### config.mk
export PLATFORM = sky130hd
export DESIGN_NAME = l2_cache_data_flat
export DESIGN_NICKNAME = d
export VERILOG_FILES = /design/src/common/l2_pkg.sv /design/src/common/l2_stage_if.sv /design/src/l2_cache/l2_cache_data.sv /design/src/flat_wrapper.sv
export SDC_FILE = /design/constraint.sdc
export NUM_CORES = 2
export LEC_CHECK = 0
export BUFFER_PORTS_ARGS = -buffer_cell sky130_fd_sc_hd__buf_2
export CORE_ASPECT_RATIO = 0.75
export CORE_MARGIN = 10
export CORE_UTILIZATION = 30
export CTS_CLUSTER_DIAMETER = 120
export CTS_CLUSTER_SIZE = 28
export DETAILED_ROUTE_END_ITERATION = 6
export MAX_ROUTING_LAYER = met4
export PLACE_DENSITY = 0.54
export SYNTH_ARGS = -nofsm -noshare
export SYNTH_HDL_FRONTEND = slang
export SYNTH_SLANG_ARGS = --single-unit
### constraint.sdc
create_clock -name clk -period 4.39 [get_ports clk]
set_clock_uncertainty 0.1 [all_clocks]
set_input_delay 1.0975 -clock clk [delete_from_list [all_inputs] [get_ports clk]]
set_output_delay 1.0975 -clock clk [all_outputs]
set_load 0.01 [all_outputs]
### src/common/l2_pkg.sv
/*
 * Sizes, operation codes and the request address type of the L2 cache.
 * Lines are one 32-bit word with a byte mask. Ways and sets are powers of two.
 */
package l2_pkg;

	// Cores sharing the L2
	localparam int num_cores = 2;
	localparam int core_index_width = 1;

	// L2 geometry
	localparam int l2_num_ways = 4;
	localparam int l2_way_width = 2;
	localparam int l2_set_width = 4;
	localparam int l2_num_sets = 1 << l2_set_width;
	localparam int address_width = 26;
	localparam int l2_tag_width = address_width - l2_set_width;

	// L1 data cache geometry as seen by the directory
	localparam int l1_set_width = 3;
	localparam int l1_num_sets = 1 << l1_set_width;
	localparam int l1_tag_width = address_width - l1_set_width;
	localparam int l1_way_width = 2;
	localparam int l1_num_ways = 1 << l1_way_width;

	// One word per line, one mask bit per byte
	localparam int data_width = 32;
	localparam int mask_width = data_width / 8;

	// Request operations
	localparam logic [2:0] op_load = 3'd0;
	localparam logic [2:0] op_store = 3'd1;
	localparam logic [2:0] op_flush = 3'd2;
	localparam logic [2:0] op_dinvalidate = 3'd3;

	// Requesting units
	localparam logic [1:0] unit_icache = 2'd0;
	localparam logic [1:0] unit_dcache = 2'd1;

	typedef struct packed {
		logic [l2_tag_width-1:0] tag;
		logic [l2_set_width-1:0] set;
	} l2_view_t;

	typedef struct packed {
		logic [l1_tag_width-1:0] tag;
		logic [l1_set_width-1:0] set;
	} l1_view_t;

	// The same line address split for the L2 arrays and for the L1 directory
	typedef union packed {
		l2_view_t l2;
		l1_view_t l1;
	} l2_addr_t;

endpackage

### src/common/l2_stage_if.sv
/*
 * Request plus lookup results or decisions between two pipeline stages.
 * The source stage drives every field, tying off the ones its hop does not use.
 */
`timescale 1ns/100ps

interface l2_stage_if;
	import l2_pkg::*;

	// Request fields
	logic valid;
	logic [core_index_width-1:0] core;
	logic [1:0] unit;
	logic [2:0] op;
	logic [l1_way_width-1:0] l1_way;
	l2_addr_t address;
	logic [data_width-1:0] data;
	logic [mask_width-1:0] mask;
	logic restarted;
	logic [data_width-1:0] mem_data;
	logic [l2_way_width-1:0] fill_way;

	// Lookup results, tag stage to directory stage
	logic [l2_num_ways-1:0][l2_tag_width-1:0] way_tag;
	logic [l2_num_ways-1:0] way_valid;
	logic [l2_num_ways-1:0] way_dirty;
	logic [num_cores-1:0] l1_has_line;
	logic [num_cores-1:0][l1_way_width-1:0] l1_line_way;

	// Decisions, directory stage to data stage
	logic cache_hit;
	logic [l2_way_width-1:0] hit_way;
	logic is_fill;
	logic [l2_tag_width-1:0] victim_tag;
	logic victim_dirty;
	logic l1_invalidate;

	modport src(output valid, core, unit, op, l1_way, address, data, mask, restarted,
		mem_data, fill_way, way_tag, way_valid, way_dirty, l1_has_line, l1_line_way,
		cache_hit, hit_way, is_fill, victim_tag, victim_dirty, l1_invalidate);

	modport dst(input valid, core, unit, op, l1_way, address, data, mask, restarted,
		mem_data, fill_way, way_tag, way_valid, way_dirty, l1_has_line, l1_line_way,
		cache_hit, hit_way, is_fill, victim_tag, victim_dirty, l1_invalidate);

endinterface

### src/l2_cache/l2_cache_data.sv
/*
 * Last stage. Holds line data, merges stores and registers the response.
 * A dirty victim or a flushed dirty line leaves as a one-cycle write-back.
 */
`timescale 1ns/100ps

module l2_cache_data(
	input clk,
	input reset,
	l2_stage_if.dst in,
	output logic resp_valid,
	output logic [l2_pkg::core_index_width-1:0] resp_core,
	output logic [1:0] resp_unit,
	output logic [2:0] resp_op,
	output logic resp_hit,
	output logic resp_fill,
	output logic [l2_pkg::data_width-1:0] resp_data,
	output logic resp_l1_invalidate,
	output logic wb_valid,
	output logic [l2_pkg::address_width-1:0] wb_address,
	output logic [l2_pkg::data_width-1:0] wb_data);

	import l2_pkg::*;

	logic [data_width-1:0] data_array [l2_num_sets][l2_num_ways];
	logic [l2_way_width-1:0] way;
	logic [data_width-1:0] old_line;
	logic [data_width-1:0] base_line;
	logic [data_width-1:0] new_line;

	wire is_store = in.op == op_store;
	wire line_write = in.valid && (in.is_fill || (in.cache_hit && is_store));

	// Victim data and hit data come from the same read port
	assign way = in.is_fill ? in.fill_way : in.hit_way;
	assign old_line = data_array[in.address.l2.set][way];
	assign base_line = in.is_fill ? in.mem_data : old_line;

	// Byte merge of store data. A full mask replaces the memory word entirely
	always_comb
	begin
		new_line = base_line;
		if (is_store)
			for (int b = 0; b < mask_width; b++)
				if (in.mask[b])
					new_line[b * 8 +: 8] = in.data[b * 8 +: 8];
	end

	always_ff @(posedge clk)
	begin
		if (line_write)
			data_array[in.address.l2.set][way] <= new_line;
	end

	always_ff @(posedge clk, posedge reset)
	begin
		if (reset)
		begin
			resp_valid <= 1'b0;
			wb_valid <= 1'b0;
		end
		else
		begin
			resp_valid <= in.valid;
			// Victim tag and dirty follow the hit way when this is not a fill
			wb_valid <= in.valid && in.victim_dirty
				&& (in.is_fill || (in.cache_hit && in.op == op_flush));
		end
	end

	always_ff @(posedge clk)
	begin
		resp_core <= in.core;
		resp_unit <= in.unit;
		resp_op <= in.op;
		resp_hit <= in.cache_hit;
		resp_fill <= in.is_fill;
		resp_data <= (in.is_fill || in.cache_hit) ? new_line : '0;
		resp_l1_invalidate <= in.l1_invalidate;
		wb_address <= {in.victim_tag, in.address.l2.set};
		wb_data <= old_line;
	end

endmodule

### src/flat_wrapper.sv
// flat-port wrapper written by rule: the top's interface ports become plain ports
module l2_cache_data_flat import l2_pkg::*;
  (clk, reset, resp_valid, resp_core, resp_unit, resp_op, resp_hit, resp_fill, resp_data, resp_l1_invalidate, wb_valid, wb_address, wb_data, in_valid, in_core, in_unit, in_op, in_l1_way, in_address, in_data, in_mask, in_restarted, in_mem_data, in_fill_way, in_way_tag, in_way_valid, in_way_dirty, in_l1_has_line, in_l1_line_way, in_cache_hit, in_hit_way, in_is_fill, in_victim_tag, in_victim_dirty, in_l1_invalidate);
  l2_stage_if in_i ();
  input clk;
  input reset;
  output logic resp_valid;
  output logic [l2_pkg::core_index_width-1:0] resp_core;
  output logic [1:0] resp_unit;
  output logic [2:0] resp_op;
  output logic resp_hit;
  output logic resp_fill;
  output logic [l2_pkg::data_width-1:0] resp_data;
  output logic resp_l1_invalidate;
  output logic wb_valid;
  output logic [l2_pkg::address_width-1:0] wb_address;
  output logic [l2_pkg::data_width-1:0] wb_data;
  input wire logic [$bits(in_i.valid)-1:0] in_valid;
  input wire logic [$bits(in_i.core)-1:0] in_core;
  input wire logic [$bits(in_i.unit)-1:0] in_unit;
  input wire logic [$bits(in_i.op)-1:0] in_op;
  input wire logic [$bits(in_i.l1_way)-1:0] in_l1_way;
  input wire logic [$bits(in_i.address)-1:0] in_address;
  input wire logic [$bits(in_i.data)-1:0] in_data;
  input wire logic [$bits(in_i.mask)-1:0] in_mask;
  input wire logic [$bits(in_i.restarted)-1:0] in_restarted;
  input wire logic [$bits(in_i.mem_data)-1:0] in_mem_data;
  input wire logic [$bits(in_i.fill_way)-1:0] in_fill_way;
  input wire logic [$bits(in_i.way_tag)-1:0] in_way_tag;
  input wire logic [$bits(in_i.way_valid)-1:0] in_way_valid;
  input wire logic [$bits(in_i.way_dirty)-1:0] in_way_dirty;
  input wire logic [$bits(in_i.l1_has_line)-1:0] in_l1_has_line;
  input wire logic [$bits(in_i.l1_line_way)-1:0] in_l1_line_way;
  input wire logic [$bits(in_i.cache_hit)-1:0] in_cache_hit;
  input wire logic [$bits(in_i.hit_way)-1:0] in_hit_way;
  input wire logic [$bits(in_i.is_fill)-1:0] in_is_fill;
  input wire logic [$bits(in_i.victim_tag)-1:0] in_victim_tag;
  input wire logic [$bits(in_i.victim_dirty)-1:0] in_victim_dirty;
  input wire logic [$bits(in_i.l1_invalidate)-1:0] in_l1_invalidate;
  assign in_i.valid = in_valid;
  assign in_i.core = in_core;
  assign in_i.unit = in_unit;
  assign in_i.op = in_op;
  assign in_i.l1_way = in_l1_way;
  assign in_i.address = in_address;
  assign in_i.data = in_data;
  assign in_i.mask = in_mask;
  assign in_i.restarted = in_restarted;
  assign in_i.mem_data = in_mem_data;
  assign in_i.fill_way = in_fill_way;
  assign in_i.way_tag = in_way_tag;
  assign in_i.way_valid = in_way_valid;
  assign in_i.way_dirty = in_way_dirty;
  assign in_i.l1_has_line = in_l1_has_line;
  assign in_i.l1_line_way = in_l1_line_way;
  assign in_i.cache_hit = in_cache_hit;
  assign in_i.hit_way = in_hit_way;
  assign in_i.is_fill = in_is_fill;
  assign in_i.victim_tag = in_victim_tag;
  assign in_i.victim_dirty = in_victim_dirty;
  assign in_i.l1_invalidate = in_l1_invalidate;
  l2_cache_data u_core (.clk(clk), .reset(reset), .in(in_i), .resp_valid(resp_valid), .resp_core(resp_core), .resp_unit(resp_unit), .resp_op(resp_op), .resp_hit(resp_hit), .resp_fill(resp_fill), .resp_data(resp_data), .resp_l1_invalidate(resp_l1_invalidate), .wb_valid(wb_valid), .wb_address(wb_address), .wb_data(wb_data));
endmodule
==> flow_summary.yaml <==
synth:
  ys_types: 45
  syn_inst: 4069
  synth_fa_ha_area_frac: 0
  yosys.area_share.xor_xnor: 0
  synth-simple-area-share: 0.0367
  syn_nets: 4307
  synth_compound_area_frac: 0.0356
  synth_top_family_by_area: "multiplexers"
  post-synth-top-area-fraction: 0.741
  synth.largest_area_cell: "edfxtp_1"
  syn_area_um2: 82900
  synth_area_leaders: "edfxtp_1, mux4_2, mux2i_1"
  synth_area_per_cell_um2: 20.4
  synth_seq_cells: 2149
  yosysSeqAreaShare: 0.766
  muxShareOfSynthArea: 0.144
  yosysWarnings: 0
route:
  wirelength_um: 219000
  first_pass_iters: 5
  antenna_left: 0
  drcViolationCount: 0
  viasPerCell: 5.12
  drt_iter0_drc: 4461
  wire_per_inst_um: 26.9
  vias: 41800
setup_path:
  crit_path_end_kind: "flop"
  start_kind: "input pin"
  rrSetupSlack_ns: 1.31
  crit_arrival_ns: 3.93
  worst-path-max-fanout: 64
  worstPathRequired_ns: 4.69
  reg2reg_from: "u_core.data_array[14][92]"
  ff2ff_path_depth: 5
  worstReg2RegEnd: "u_core.data_array[13][60]"
  worstSetupPathType: "in2reg"
clock_tree:
  clkSlewWorstSetupHoldPaths_ns: 0.10
  cts-buffers-inserted: 91
  clockBufferDepth: 3
  clock_latency_ns: 0.78
  hold_buffers: 0
  cts-root-buf: "clkbuf_16"
  cts_resized: 0
  cts_sinks: 2149
  cts_max_level: 3
  cts_tree: "done"
  post_cts_buffers: 0
sta:
  relSlewSlack: 0.157
  setup_violations: 0
  worst_slew_pin_slew_ns: 1.25
  finalHoldViolCount: 0
  fmax_mhz: 275
  slew_viol_final: 0
  min_period_ns: 3.63
  rsz0062_at_grt: "false"
  worst_slack_ns: 0.759
  period_share: 0.827
  fin_setup_tns_ns: 0
  holdWs_ns: 0.0771
layout:
  drive_gt1_frac: 0.285
  syn2layout_area_growth_pct: 14.9
  layout_commonest_cell: "edfxtp_1"
  fin_nets: 4704
  final_cell_mix: "edfxtp_1, mux4_2, mux2i_1"
pwr:
  power_density_nw_per_um2: 388
  combPwrFrac: 0.092
  p_leak_nw: 30.1
  p_sw_mw: 8.61
  switching_share: 0.233
  intPower_mw: 28.3
  p_seq_frac: 0.626
  clkPwrFrac: 0.282
  peakVddDrop_uv: 355
global_routing:
  grt_pass1_vias: 41600
  grt_max_degree: 67
  antenna_found_initial: 10
  grt_first_pass_wirelength_um: 312000
  gr-total-overflow: 0
  grt_usage: 0.146
floorplanning:
  start_util: 0.301
  dieArea_um2: 298000
  core_area_um2: 276000
  die_w_um: 627
  die_h_um: 475
  rows: 167
  ioPinCount: 339
worst_hold_path:
  hold_path.class: "in2async"
placed_design:
  dp_worst_setup_slack_ns: -0.0149
  io_buffers: 211
  hpwl_um: 136000
  gp_congestion: 0.793
status:
  status: "complete, no violations"
flow_run:
  cap_violations: 0
## power by group through the flow
stage	combinational, mW	sequential, mW	clock [mW]
floorplan	1.62	23.7	0
global placement	3.37	23.6	0
detailed placement	3.44	23.6	0
CTS	3.44	23.1	10.8
global route	3.62	23.2	11.5
finish	3.38	23.1	10.4
## how the worst max path moves through the flow
stage | start | endpoint | slack [ns] | depth (start not counted)
after floorplan | in_is_fill | u_core.data_array[0][122] | -0.68 | 9
after global placement | in_is_fill | u_core.data_array[0][92] | 0.05 | 8
after detailed placement | in_is_fill | u_core.data_array[0][92] | -0.01 | 8
after CTS | in_is_fill | u_core.data_array[1][92] | 0.80 | 8
after global routing | in_address[2] | u_core.data_array[14][38] | 0.68 | 10
final | in_is_fill | u_core.data_array[13][60] | 0.76 | 8
## flip-flops by register name, indices dropped and copies added (netlist names)
name and cells:
u_core.resp_fill 1, u_core.wb_address 26, u_core.resp_data 32, u_core.resp_hit 1, u_core.resp_l1_invalidate 1, u_core.resp_unit 2
u_core.resp_op 3, u_core.data_array 2048, u_core.wb_valid 1, u_core.wb_data 32, u_core.resp_core 1, u_core.resp_valid 1
## logic make-up after synthesis
kind of cell           Yosys count
flip-flops                    2149
multiplexers                   707
AO/OA/AOI/OAI                  459
AND/OR/NAND/NOR                440
buffers and inverters          314
## cell usage after synthesis (all sizes together)
| library cell | number |
|---|---|
| edfxtp | 2048 |
| mux4 | 384 |
| mux2i | 257 |
| a21oi | 161 |
| buf | 129 |
| clkbuf | 118 |
| nor2 | 104 |
| dfxtp | 99 |
| nand3 | 72 |
| inv | 67 |
| mux2 | 66 |
| nand4 | 65 |
| a22o | 64 |
| a22oi | 64 |
| o22ai | 64 |
| o21ai | 36 |
| a21o | 34 |
| nand2b | 33 |
| nor4b | 33 |
| and3 | 32 |
| nor4 | 32 |
| o31ai | 32 |
| nand4bb | 31 |
| nand2 | 12 |
| nor4bb | 6 |
| nor2b | 5 |
| or2 | 5 |
| nand3b | 4 |
| a211oi | 2 |
| dfrtp | 2 |
| nor3b | 2 |
| a31oi | 1 |
| and2 | 1 |
| and3b | 1 |
| nor3 | 1 |
| o21bai | 1 |
| or3b | 1 |
## worst max-delay path, cell delays in order
cell and delay [ns]:
buf_2 0.30, or3b_1 0.33, a21o_1 0.21, buf_12 0.21, o31ai_1 0.19, nor4_2 1.06, a21oi_4 0.11, buf_12 0.23
## cell type report
class,instances,area [µm²]
timing repair buffer,551,5190
fill,25600,180000
multi-input combinational,1606,19000
antenna,4,10.0
clock buffer,139,2460
sequential,2149,63500
tap,3633,4550
clock inverter,14,288
inverter,67,251
## layer usage
layer / share of wire / vias to the layer above / global-route usage / wire [µm]
met3: 0.062 / 202 / 0.0183 / 13700
met4: 0.019 / 0 / 0.0282 / 4230
li1: - / 17500 / - / -
met5: 0 / - / - / 0
met1: 0.46 / 22700 / 0.215 / 101000
met2: 0.46 / 1302 / 0.219 / 101000
## stage by stage
stage / instances / cell area, µm² / util / total power [mW]
finish: 8163 / 95300 / 0.346 / 36.9
global route: 8161 / 95300 / 0.346 / 38.2
CTS: 8159 / 95300 / 0.346 / 37.4
detailed placement: 8006 / 92500 / 0.336 / 27.1
global placement: 8006 / 92500 / 0.336 / 27.0
floorplan: 4069 / 83000 / - / 25.3
Power figures use the tool's default switching activity.
