[src/common/l2_pkg.sv]
/*
 * Sizes, operation codes and the request address type of the L2 cache.
 * Lines are one 32-bit word with a byte mask. Ways and sets are powers of two.
 */
package l2_pkg;

	// Cores sharing the L2
	localparam int num_cores = 2;
	localparam int core_index_width = 1;

	// L2 geometry
	localparam int l2_num_ways = 4;
	localparam int l2_way_width = 2;
	localparam int l2_set_width = 4;
	localparam int l2_num_sets = 1 << l2_set_width;
	localparam int address_width = 26;
	localparam int l2_tag_width = address_width - l2_set_width;

	// L1 data cache geometry as seen by the directory
	localparam int l1_set_width = 3;
	localparam int l1_num_sets = 1 << l1_set_width;
	localparam int l1_tag_width = address_width - l1_set_width;
	localparam int l1_way_width = 2;
	localparam int l1_num_ways = 1 << l1_way_width;

	// One word per line, one mask bit per byte
	localparam int data_width = 32;
	localparam int mask_width = data_width / 8;

	// Request operations
	localparam logic [2:0] op_load = 3'd0;
	localparam logic [2:0] op_store = 3'd1;
	localparam logic [2:0] op_flush = 3'd2;
	localparam logic [2:0] op_dinvalidate = 3'd3;

	// Requesting units
	localparam logic [1:0] unit_icache = 2'd0;
	localparam logic [1:0] unit_dcache = 2'd1;

	typedef struct packed {
		logic [l2_tag_width-1:0] tag;
		logic [l2_set_width-1:0] set;
	} l2_view_t;

	typedef struct packed {
		logic [l1_tag_width-1:0] tag;
		logic [l1_set_width-1:0] set;
	} l1_view_t;

	// The same line address split for the L2 arrays and for the L1 directory
	typedef union packed {
		l2_view_t l2;
		l1_view_t l1;
	} l2_addr_t;

endpackage

[src/common/l2_stage_if.sv]
/*
 * Request plus lookup results or decisions between two pipeline stages.
 * The source stage drives every field, tying off the ones its hop does not use.
 */
`timescale 1ns/100ps

interface l2_stage_if;
	import l2_pkg::*;

	// Request fields
	logic valid;
	logic [core_index_width-1:0] core;
	logic [1:0] unit;
	logic [2:0] op;
	logic [l1_way_width-1:0] l1_way;
	l2_addr_t address;
	logic [data_width-1:0] data;
	logic [mask_width-1:0] mask;
	logic restarted;
	logic [data_width-1:0] mem_data;
	logic [l2_way_width-1:0] fill_way;

	// Lookup results, tag stage to directory stage
	logic [l2_num_ways-1:0][l2_tag_width-1:0] way_tag;
	logic [l2_num_ways-1:0] way_valid;
	logic [l2_num_ways-1:0] way_dirty;
	logic [num_cores-1:0] l1_has_line;
	logic [num_cores-1:0][l1_way_width-1:0] l1_line_way;

	// Decisions, directory stage to data stage
	logic cache_hit;
	logic [l2_way_width-1:0] hit_way;
	logic is_fill;
	logic [l2_tag_width-1:0] victim_tag;
	logic victim_dirty;
	logic l1_invalidate;

	modport src(output valid, core, unit, op, l1_way, address, data, mask, restarted,
		mem_data, fill_way, way_tag, way_valid, way_dirty, l1_has_line, l1_line_way,
		cache_hit, hit_way, is_fill, victim_tag, victim_dirty, l1_invalidate);

	modport dst(input valid, core, unit, op, l1_way, address, data, mask, restarted,
		mem_data, fill_way, way_tag, way_valid, way_dirty, l1_has_line, l1_line_way,
		cache_hit, hit_way, is_fill, victim_tag, victim_dirty, l1_invalidate);

endinterface

[src/l2_cache/l2_cache_tag.sv]
/*
 * First stage. Registers the request and looks up tags and the L1 directory.
 * Array updates from the directory stage land at the edge that loads the next request.
 */
`timescale 1ns/100ps

module l2_cache_tag(
	input clk,
	input reset,
	input req_valid,
	input [l2_pkg::core_index_width-1:0] req_core,
	input [1:0] req_unit,
	input [2:0] req_op,
	input [l2_pkg::l1_way_width-1:0] req_l1_way,
	input l2_pkg::l2_addr_t req_address,
	input [l2_pkg::data_width-1:0] req_data,
	input [l2_pkg::mask_width-1:0] req_mask,
	input req_restarted,
	input [l2_pkg::data_width-1:0] req_mem_data,
	input [l2_pkg::l2_way_width-1:0] req_fill_way,
	input tag_upd_enable,
	input [l2_pkg::l2_set_width-1:0] tag_upd_set,
	input [l2_pkg::l2_way_width-1:0] tag_upd_way,
	input [l2_pkg::l2_tag_width-1:0] tag_upd_tag,
	input tag_upd_valid,
	input [l2_pkg::l2_num_ways-1:0] dirty_upd_enable,
	input [l2_pkg::l2_set_width-1:0] dirty_upd_set,
	input dirty_upd_value,
	input dir_upd_enable,
	input [l2_pkg::core_index_width-1:0] dir_upd_core,
	input [l2_pkg::l1_set_width-1:0] dir_upd_set,
	input [l2_pkg::l1_way_width-1:0] dir_upd_way,
	input [l2_pkg::l1_tag_width-1:0] dir_upd_tag,
	input dir_upd_valid,
	l2_stage_if.src out);

	import l2_pkg::*;

	// L2 tag state, one entry per set and way
	logic [l2_tag_width-1:0] tag_array [l2_num_sets][l2_num_ways];
	logic [l2_num_ways-1:0] valid_array [l2_num_sets];
	logic [l2_num_ways-1:0] dirty_array [l2_num_sets];

	// Shadow of each core's L1 data cache tags
	logic [l1_tag_width-1:0] dir_tag [num_cores][l1_num_sets][l1_num_ways];
	logic [l1_num_ways-1:0] dir_valid [num_cores][l1_num_sets];

	// Request register
	always_ff @(posedge clk, posedge reset)
	begin
		if (reset)
			out.valid <= 1'b0;
		else
			out.valid <= req_valid;
	end

	always_ff @(posedge clk)
	begin
		out.core <= req_core;
		out.unit <= req_unit;
		out.op <= req_op;
		out.l1_way <= req_l1_way;
		out.address <= req_address;
		out.data <= req_data;
		out.mask <= req_mask;
		out.restarted <= req_restarted;
		out.mem_data <= req_mem_data;
		out.fill_way <= req_fill_way;
	end

	// Valid, dirty and L1 directory bits written from the update buses
	always_ff @(posedge clk, posedge reset)
	begin
		if (reset)
		begin
			for (int s = 0; s < l2_num_sets; s++)
			begin
				valid_array[s] <= '0;
				dirty_array[s] <= '0;
			end
			for (int c = 0; c < num_cores; c++)
				for (int s = 0; s < l1_num_sets; s++)
					dir_valid[c][s] <= '0;
		end
		else
		begin
			if (tag_upd_enable)
				valid_array[tag_upd_set][tag_upd_way] <= tag_upd_valid;
			for (int w = 0; w < l2_num_ways; w++)
				if (dirty_upd_enable[w])
					dirty_array[dirty_upd_set][w] <= dirty_upd_value;
			if (dir_upd_enable)
				dir_valid[dir_upd_core][dir_upd_set][dir_upd_way] <= dir_upd_valid;
		end
	end

	always_ff @(posedge clk)
	begin
		if (tag_upd_enable)
			tag_array[tag_upd_set][tag_upd_way] <= tag_upd_tag;
		if (dir_upd_enable)
			dir_tag[dir_upd_core][dir_upd_set][dir_upd_way] <= dir_upd_tag;
	end

	// Read every way of the L2 set, then search each core's L1 set for the line
	always_comb
	begin
		for (int w = 0; w < l2_num_ways; w++)
			out.way_tag[w] = tag_array[out.address.l2.set][w];
		out.way_valid = valid_array[out.address.l2.set];
		out.way_dirty = dirty_array[out.address.l2.set];
		for (int c = 0; c < num_cores; c++)
		begin
			out.l1_has_line[c] = 1'b0;
			out.l1_line_way[c] = '0;
			for (int w = 0; w < l1_num_ways; w++)
			begin
				if (dir_valid[c][out.address.l1.set][w]
					&& dir_tag[c][out.address.l1.set][w] == out.address.l1.tag)
				begin
					out.l1_has_line[c] = 1'b1;
					out.l1_line_way[c] = l1_way_width'(w);
				end
			end
		end
	end

	// Decisions belong to the next hop
	assign out.cache_hit = 1'b0;
	assign out.hit_way = '0;
	assign out.is_fill = 1'b0;
	assign out.victim_tag = '0;
	assign out.victim_dirty = 1'b0;
	assign out.l1_invalidate = 1'b0;

endmodule

[src/flat_wrapper.sv]
// flat-port wrapper written by rule: the top's interface ports become plain ports
module l2_cache_tag_flat import l2_pkg::*;
  (clk, reset, req_valid, req_core, req_unit, req_op, req_l1_way, req_address, req_data, req_mask, req_restarted, req_mem_data, req_fill_way, tag_upd_enable, tag_upd_set, tag_upd_way, tag_upd_tag, tag_upd_valid, dirty_upd_enable, dirty_upd_set, dirty_upd_value, dir_upd_enable, dir_upd_core, dir_upd_set, dir_upd_way, dir_upd_tag, dir_upd_valid, out_valid, out_core, out_unit, out_op, out_l1_way, out_address, out_data, out_mask, out_restarted, out_mem_data, out_fill_way, out_way_tag, out_way_valid, out_way_dirty, out_l1_has_line, out_l1_line_way, out_cache_hit, out_hit_way, out_is_fill, out_victim_tag, out_victim_dirty, out_l1_invalidate);
  l2_stage_if out_i ();
  input clk;
  input reset;
  input req_valid;
  input [l2_pkg::core_index_width-1:0] req_core;
  input [1:0] req_unit;
  input [2:0] req_op;
  input [l2_pkg::l1_way_width-1:0] req_l1_way;
  input l2_pkg::l2_addr_t req_address;
  input [l2_pkg::data_width-1:0] req_data;
  input [l2_pkg::mask_width-1:0] req_mask;
  input req_restarted;
  input [l2_pkg::data_width-1:0] req_mem_data;
  input [l2_pkg::l2_way_width-1:0] req_fill_way;
  input tag_upd_enable;
  input [l2_pkg::l2_set_width-1:0] tag_upd_set;
  input [l2_pkg::l2_way_width-1:0] tag_upd_way;
  input [l2_pkg::l2_tag_width-1:0] tag_upd_tag;
  input tag_upd_valid;
  input [l2_pkg::l2_num_ways-1:0] dirty_upd_enable;
  input [l2_pkg::l2_set_width-1:0] dirty_upd_set;
  input dirty_upd_value;
  input dir_upd_enable;
  input [l2_pkg::core_index_width-1:0] dir_upd_core;
  input [l2_pkg::l1_set_width-1:0] dir_upd_set;
  input [l2_pkg::l1_way_width-1:0] dir_upd_way;
  input [l2_pkg::l1_tag_width-1:0] dir_upd_tag;
  input dir_upd_valid;
  output wire logic [$bits(out_i.valid)-1:0] out_valid;
  output wire logic [$bits(out_i.core)-1:0] out_core;
  output wire logic [$bits(out_i.unit)-1:0] out_unit;
  output wire logic [$bits(out_i.op)-1:0] out_op;
  output wire logic [$bits(out_i.l1_way)-1:0] out_l1_way;
  output wire logic [$bits(out_i.address)-1:0] out_address;
  output wire logic [$bits(out_i.data)-1:0] out_data;
  output wire logic [$bits(out_i.mask)-1:0] out_mask;
  output wire logic [$bits(out_i.restarted)-1:0] out_restarted;
  output wire logic [$bits(out_i.mem_data)-1:0] out_mem_data;
  output wire logic [$bits(out_i.fill_way)-1:0] out_fill_way;
  output wire logic [$bits(out_i.way_tag)-1:0] out_way_tag;
  output wire logic [$bits(out_i.way_valid)-1:0] out_way_valid;
  output wire logic [$bits(out_i.way_dirty)-1:0] out_way_dirty;
  output wire logic [$bits(out_i.l1_has_line)-1:0] out_l1_has_line;
  output wire logic [$bits(out_i.l1_line_way)-1:0] out_l1_line_way;
  output wire logic [$bits(out_i.cache_hit)-1:0] out_cache_hit;
  output wire logic [$bits(out_i.hit_way)-1:0] out_hit_way;
  output wire logic [$bits(out_i.is_fill)-1:0] out_is_fill;
  output wire logic [$bits(out_i.victim_tag)-1:0] out_victim_tag;
  output wire logic [$bits(out_i.victim_dirty)-1:0] out_victim_dirty;
  output wire logic [$bits(out_i.l1_invalidate)-1:0] out_l1_invalidate;
  assign out_valid = out_i.valid;
  assign out_core = out_i.core;
  assign out_unit = out_i.unit;
  assign out_op = out_i.op;
  assign out_l1_way = out_i.l1_way;
  assign out_address = out_i.address;
  assign out_data = out_i.data;
  assign out_mask = out_i.mask;
  assign out_restarted = out_i.restarted;
  assign out_mem_data = out_i.mem_data;
  assign out_fill_way = out_i.fill_way;
  assign out_way_tag = out_i.way_tag;
  assign out_way_valid = out_i.way_valid;
  assign out_way_dirty = out_i.way_dirty;
  assign out_l1_has_line = out_i.l1_has_line;
  assign out_l1_line_way = out_i.l1_line_way;
  assign out_cache_hit = out_i.cache_hit;
  assign out_hit_way = out_i.hit_way;
  assign out_is_fill = out_i.is_fill;
  assign out_victim_tag = out_i.victim_tag;
  assign out_victim_dirty = out_i.victim_dirty;
  assign out_l1_invalidate = out_i.l1_invalidate;
  l2_cache_tag u_core (.clk(clk), .reset(reset), .req_valid(req_valid), .req_core(req_core), .req_unit(req_unit), .req_op(req_op), .req_l1_way(req_l1_way), .req_address(req_address), .req_data(req_data), .req_mask(req_mask), .req_restarted(req_restarted), .req_mem_data(req_mem_data), .req_fill_way(req_fill_way), .tag_upd_enable(tag_upd_enable), .tag_upd_set(tag_upd_set), .tag_upd_way(tag_upd_way), .tag_upd_tag(tag_upd_tag), .tag_upd_valid(tag_upd_valid), .dirty_upd_enable(dirty_upd_enable), .dirty_upd_set(dirty_upd_set), .dirty_upd_value(dirty_upd_value), .dir_upd_enable(dir_upd_enable), .dir_upd_core(dir_upd_core), .dir_upd_set(dir_upd_set), .dir_upd_way(dir_upd_way), .dir_upd_tag(dir_upd_tag), .dir_upd_valid(dir_upd_valid), .out(out_i));
endmodule
[config.mk]
export PLATFORM = sky130hd
export DESIGN_NAME = l2_cache_tag_flat
export DESIGN_NICKNAME = d
export VERILOG_FILES = /design/src/common/l2_pkg.sv /design/src/common/l2_stage_if.sv /design/src/l2_cache/l2_cache_tag.sv /design/src/flat_wrapper.sv
export SDC_FILE = /design/constraint.sdc
export NUM_CORES = 2
export LEC_CHECK = 0
export BUFFER_PORTS_ARGS = -buffer_cell sky130_fd_sc_hd__buf_2
export CAP_MARGIN = 20
export CORE_MARGIN = 1.5
export CORE_UTILIZATION = 66
export CTS_CLUSTER_DIAMETER = 150
export CTS_CLUSTER_SIZE = 25
export DETAILED_ROUTE_END_ITERATION = 10
export PLACE_DENSITY = 0.84
export SKIP_CTS_REPAIR_TIMING = 1
export SLEW_MARGIN = 10
export SYNTH_ARGS = -nofsm -noshare
export SYNTH_HDL_FRONTEND = slang
export SYNTH_SLANG_ARGS = --single-unit
[constraint.sdc]
create_clock -name clk -period 11.7 [get_ports clk]
set_clock_uncertainty 0.05 [all_clocks]
set_input_delay 1.755 -clock clk [delete_from_list [all_inputs] [get_ports clk]]
set_output_delay 1.755 -clock clk [all_outputs]
set_load 0.005 [all_outputs]
==> flow_summary_export.csv <==
group,metric,value,unit
global_route,antenna_found_initial,24,
timing,fin_tns_setup,0,ns
logic_synthesis,ys.flop_type,"edfxtp_1",
power_and_ir_drop,total_power,0.0199,W
timing,setup_slack,3.55,ns
finish,drive_gt1_share,29.1,%
floorplanning,core-area,184000,um2
logic_synthesis,yosysMostFrequentCell,"edfxtp_1",
clock_network,clkTransAtPathRegs,0.10,ns
run,maxCapViolCount,0,
setup_path,path_delay_family,"buffers and inverters",
timing,min_period,8.15,ns
floorplanning,pin_count,414,
global_route,grt_pass1_wl,434000,um
setup_path,path_max_fanout,51,
setup_path,slowest_stage,"buf_4",
global_route,gr-max-usage-layer,"met2",
setup_path,crit_type,"flop to output pin",
logic_synthesis,yosys.area.top_type,"edfxtp_1",
floorplanning,die_w,434,um
setup_path,crit_arrival,6.34,ns
timing,rsz0062_at_grt,"false",
finish,nets,6296,
timing,tightest_slew,1.14,ns
setup_path,crit_chain,"buf_4 -> buf_4 -> buf_4 -> buf_4 -> mux4_2 -> mux4_2 -> buf_2",
timing,hold_viol_final,0,
setup_path,cp-end-kind,"output pin",
global_route,met1_usage,42.2,%
drt,routed-via-count,61500,
clock_network,cts_buffer_depth,3,
logic_synthesis,synth_cell_types,61,
place,portBuffers,385,
drt,wirelength,306000,um
timing,maxSlewHeadroom,23.6,%
floorplanning,start_util,66.7,%
drt,vias_per_cell,7.07,
power_and_ir_drop,p_per_area,151,nW/um2
logic_synthesis,yosysWarningCount,0,
setup_path,worst_path_largest_cell_delay,0.89,ns
floorplanning,rows,157,
drt,drtIter0Drc,9074,
clock_network,clkSinkCount,3178,
timing,maxSlewViolCount,0,
drt,first_pass_iters,8,
setup_path,worst-path-buf-inv,5,
logic_synthesis,synthTopCellsByCount,"edfxtp_1, mux4_2, mux2i_1",
power_and_ir_drop,p_leak,43.4,nW
setup_path,start_kind,"flop",
clock_network,cts-buffers-inserted,145,
status,status,"complete, no violations",
finish,area_growth,7.99,%
floorplanning,die_y,434,um
global_route,grt_pass1_vias,61600,
logic_synthesis,ys_async_sr_fraction,6.07,%
place,gp_routability_congestion,0.793,
timing,max_freq,123,MHz
logic_synthesis,avgSynthCellArea,21.6,um2
logic_synthesis,synth_seq_cells,3178,
logic_synthesis,syn_inst,5679,
global_route,grt_overflow,0,
global_route,track_usage,32.7,%
worst_hold_path,hold_class,"flop to flop",
finish,final_core_util,72.0,%
setup_path,cp_common_cell,"buf_4",
logic_synthesis,seq_area_frac_synth,76.2,%
drt,route.detailed.drc,0,
global_route,use_met3,5.77,%
drt,postRouteAntennaNets,0,
global_route,met2_usage,54.7,%
timing,setup_viol,0,
floorplanning,die-area,188000,um2
clock_network,clk_latency,0.83,ns
clock_network,cts_tree,"done",
drt,wl_per_cell,35.2,um
global_route,grt_max_degree,129,
clock_network,cts-root-buf,"clkbuf_16",
logic_synthesis,synthesis.area,123000,um2
clock_network,htreeDepth,4,
timing,fin_crit_sh,69.7,%
place,place_hpwl,159000,um
logic_synthesis,synthTopCellsByArea,"edfxtp_1, mux4_2, dfrtp_1",
logic_synthesis,synth_edf_count,2880,
logic_synthesis,yosys.area.top_type_share,70.6,%
power_and_ir_drop,vdd_drop_max,0.175,mV
place,dpl_worst_slack,4.22,ns
setup_path,reg2reg_slack,10.79,ns
setup_path,cp.required,9.90,ns
==> power by group <==
part	total, W	internal (W)	switching (W)
Clock	0.00587	0.00249	0.00338
Sequential	0.0127	0.0126	0.000108
Combinational	0.00141	0.000593	0.000814
Total	0.0199	0.0156	0.00430
==> stage by stage <==
stage / instance area [um2] / hold slack [ns] / cells
floorplan: 123000 / 0.424 / 5706
global placement: 128000 / 0.431 / 8422
detailed placement: 128000 / 0.439 / 8422
CTS: 132000 / 0.462 / 8685
global route: 132000 / 0.475 / 8701
finish: 132000 / 0.458 / 8710
==> cell families (layout without fill, tap and decap cells) <==
family | Yosys count | in the layout | share of synthesized area, %
buffers and inverters | 344 | 872 | 1.62
multiplexers | 1278 | 1278 | 17.8
flip-flops | 3178 | 3178 | 76.2
XOR/XNOR | 151 | 151 | 1.08
AO/OA/AOI/OAI | 244 | 244 | 1.47
other | 1 | 40 | 0.00306
AND/OR/NAND/NOR | 483 | 483 | 1.80
==> cell usage in the layout, fill, tap and decap left out, types with 19 or more instances in the layout <==
master     synthesis  routed
a21oi_1           40      40
a221oi_1          53      53
a22oi_1           76      76
and3_1            22      22
buf_2            111     379
buf_4             65     206
clkbuf_1          86     104
clkbuf_16          0     153
conb_1             1      28
dfrtp_1          193     193
dfxtp_1          105     101
edfxtp_1        2880    2880
mux2_2           199     199
mux2i_1          376     376
mux4_2           702     702
nand2_1          128     128
nand3_1           31      31
nand4_1           27      27
nor2_1           195      66
nor2_2             1     111
nor2_4             0      19
xnor2_1          118     118
xor2_1            33      33
==> per-layer routing <==
layer / vias up / wire (um)
met5: - / 145
met4: 24 / 15700
met3: 810 / 32200
met2: 4655 / 157000
met1: 32000 / 102000
li1: 24000 / -
==> worst paths after layout <==
check / startpoint / end / depth (start not counted)
worst max-delay path: u_core.out.address[0] / out_way_tag[3] / 7
worst min-delay path: u_core.dirty_array[39] / u_core.dirty_array[39] / 1
worst max register to register: u_core.valid_array[45] / u_core.valid_array[45] / 1
worst min register to register: u_core.dirty_array[39] / u_core.dirty_array[39] / 1
max in group asynchronous: reset / u_core.valid_array[45] / 3
min in group asynchronous: reset / u_core.dir_valid[60] / 2
==> area by class of cell <==
type | instances | area [um2]
Sequential cell | 3178 | 93400
Clock buffer | 257 | 4220
Tap cell | 2464 | 3080
Fill cell | 10000 | 51500
Inverter | 7 | 37.5
Clock inverter | 6 | 60.1
Multi-Input combinational cell | 2184 | 27700
Antenna cell | 12 | 30.0
Timing Repair Buffer | 602 | 3790
==> state kept, by name, summed over array words and instances (netlist names) <==
register,count
u_core.dir_tag,1472
u_core.tag_array,1408
u_core.dir_valid,64
u_core.dirty_array,64
u_core.valid_array,64
u_core.out.data,32
u_core.out.mem_data,32
u_core.out.address,26
u_core.out.mask,4
u_core.out.op,3
u_core.out.fill_way,2
u_core.out.l1_way,2
u_core.out.unit,2
u_core.out.core,1
u_core.out.restarted,1
u_core.out.valid,1
Power figures use the tool's default switching activity.
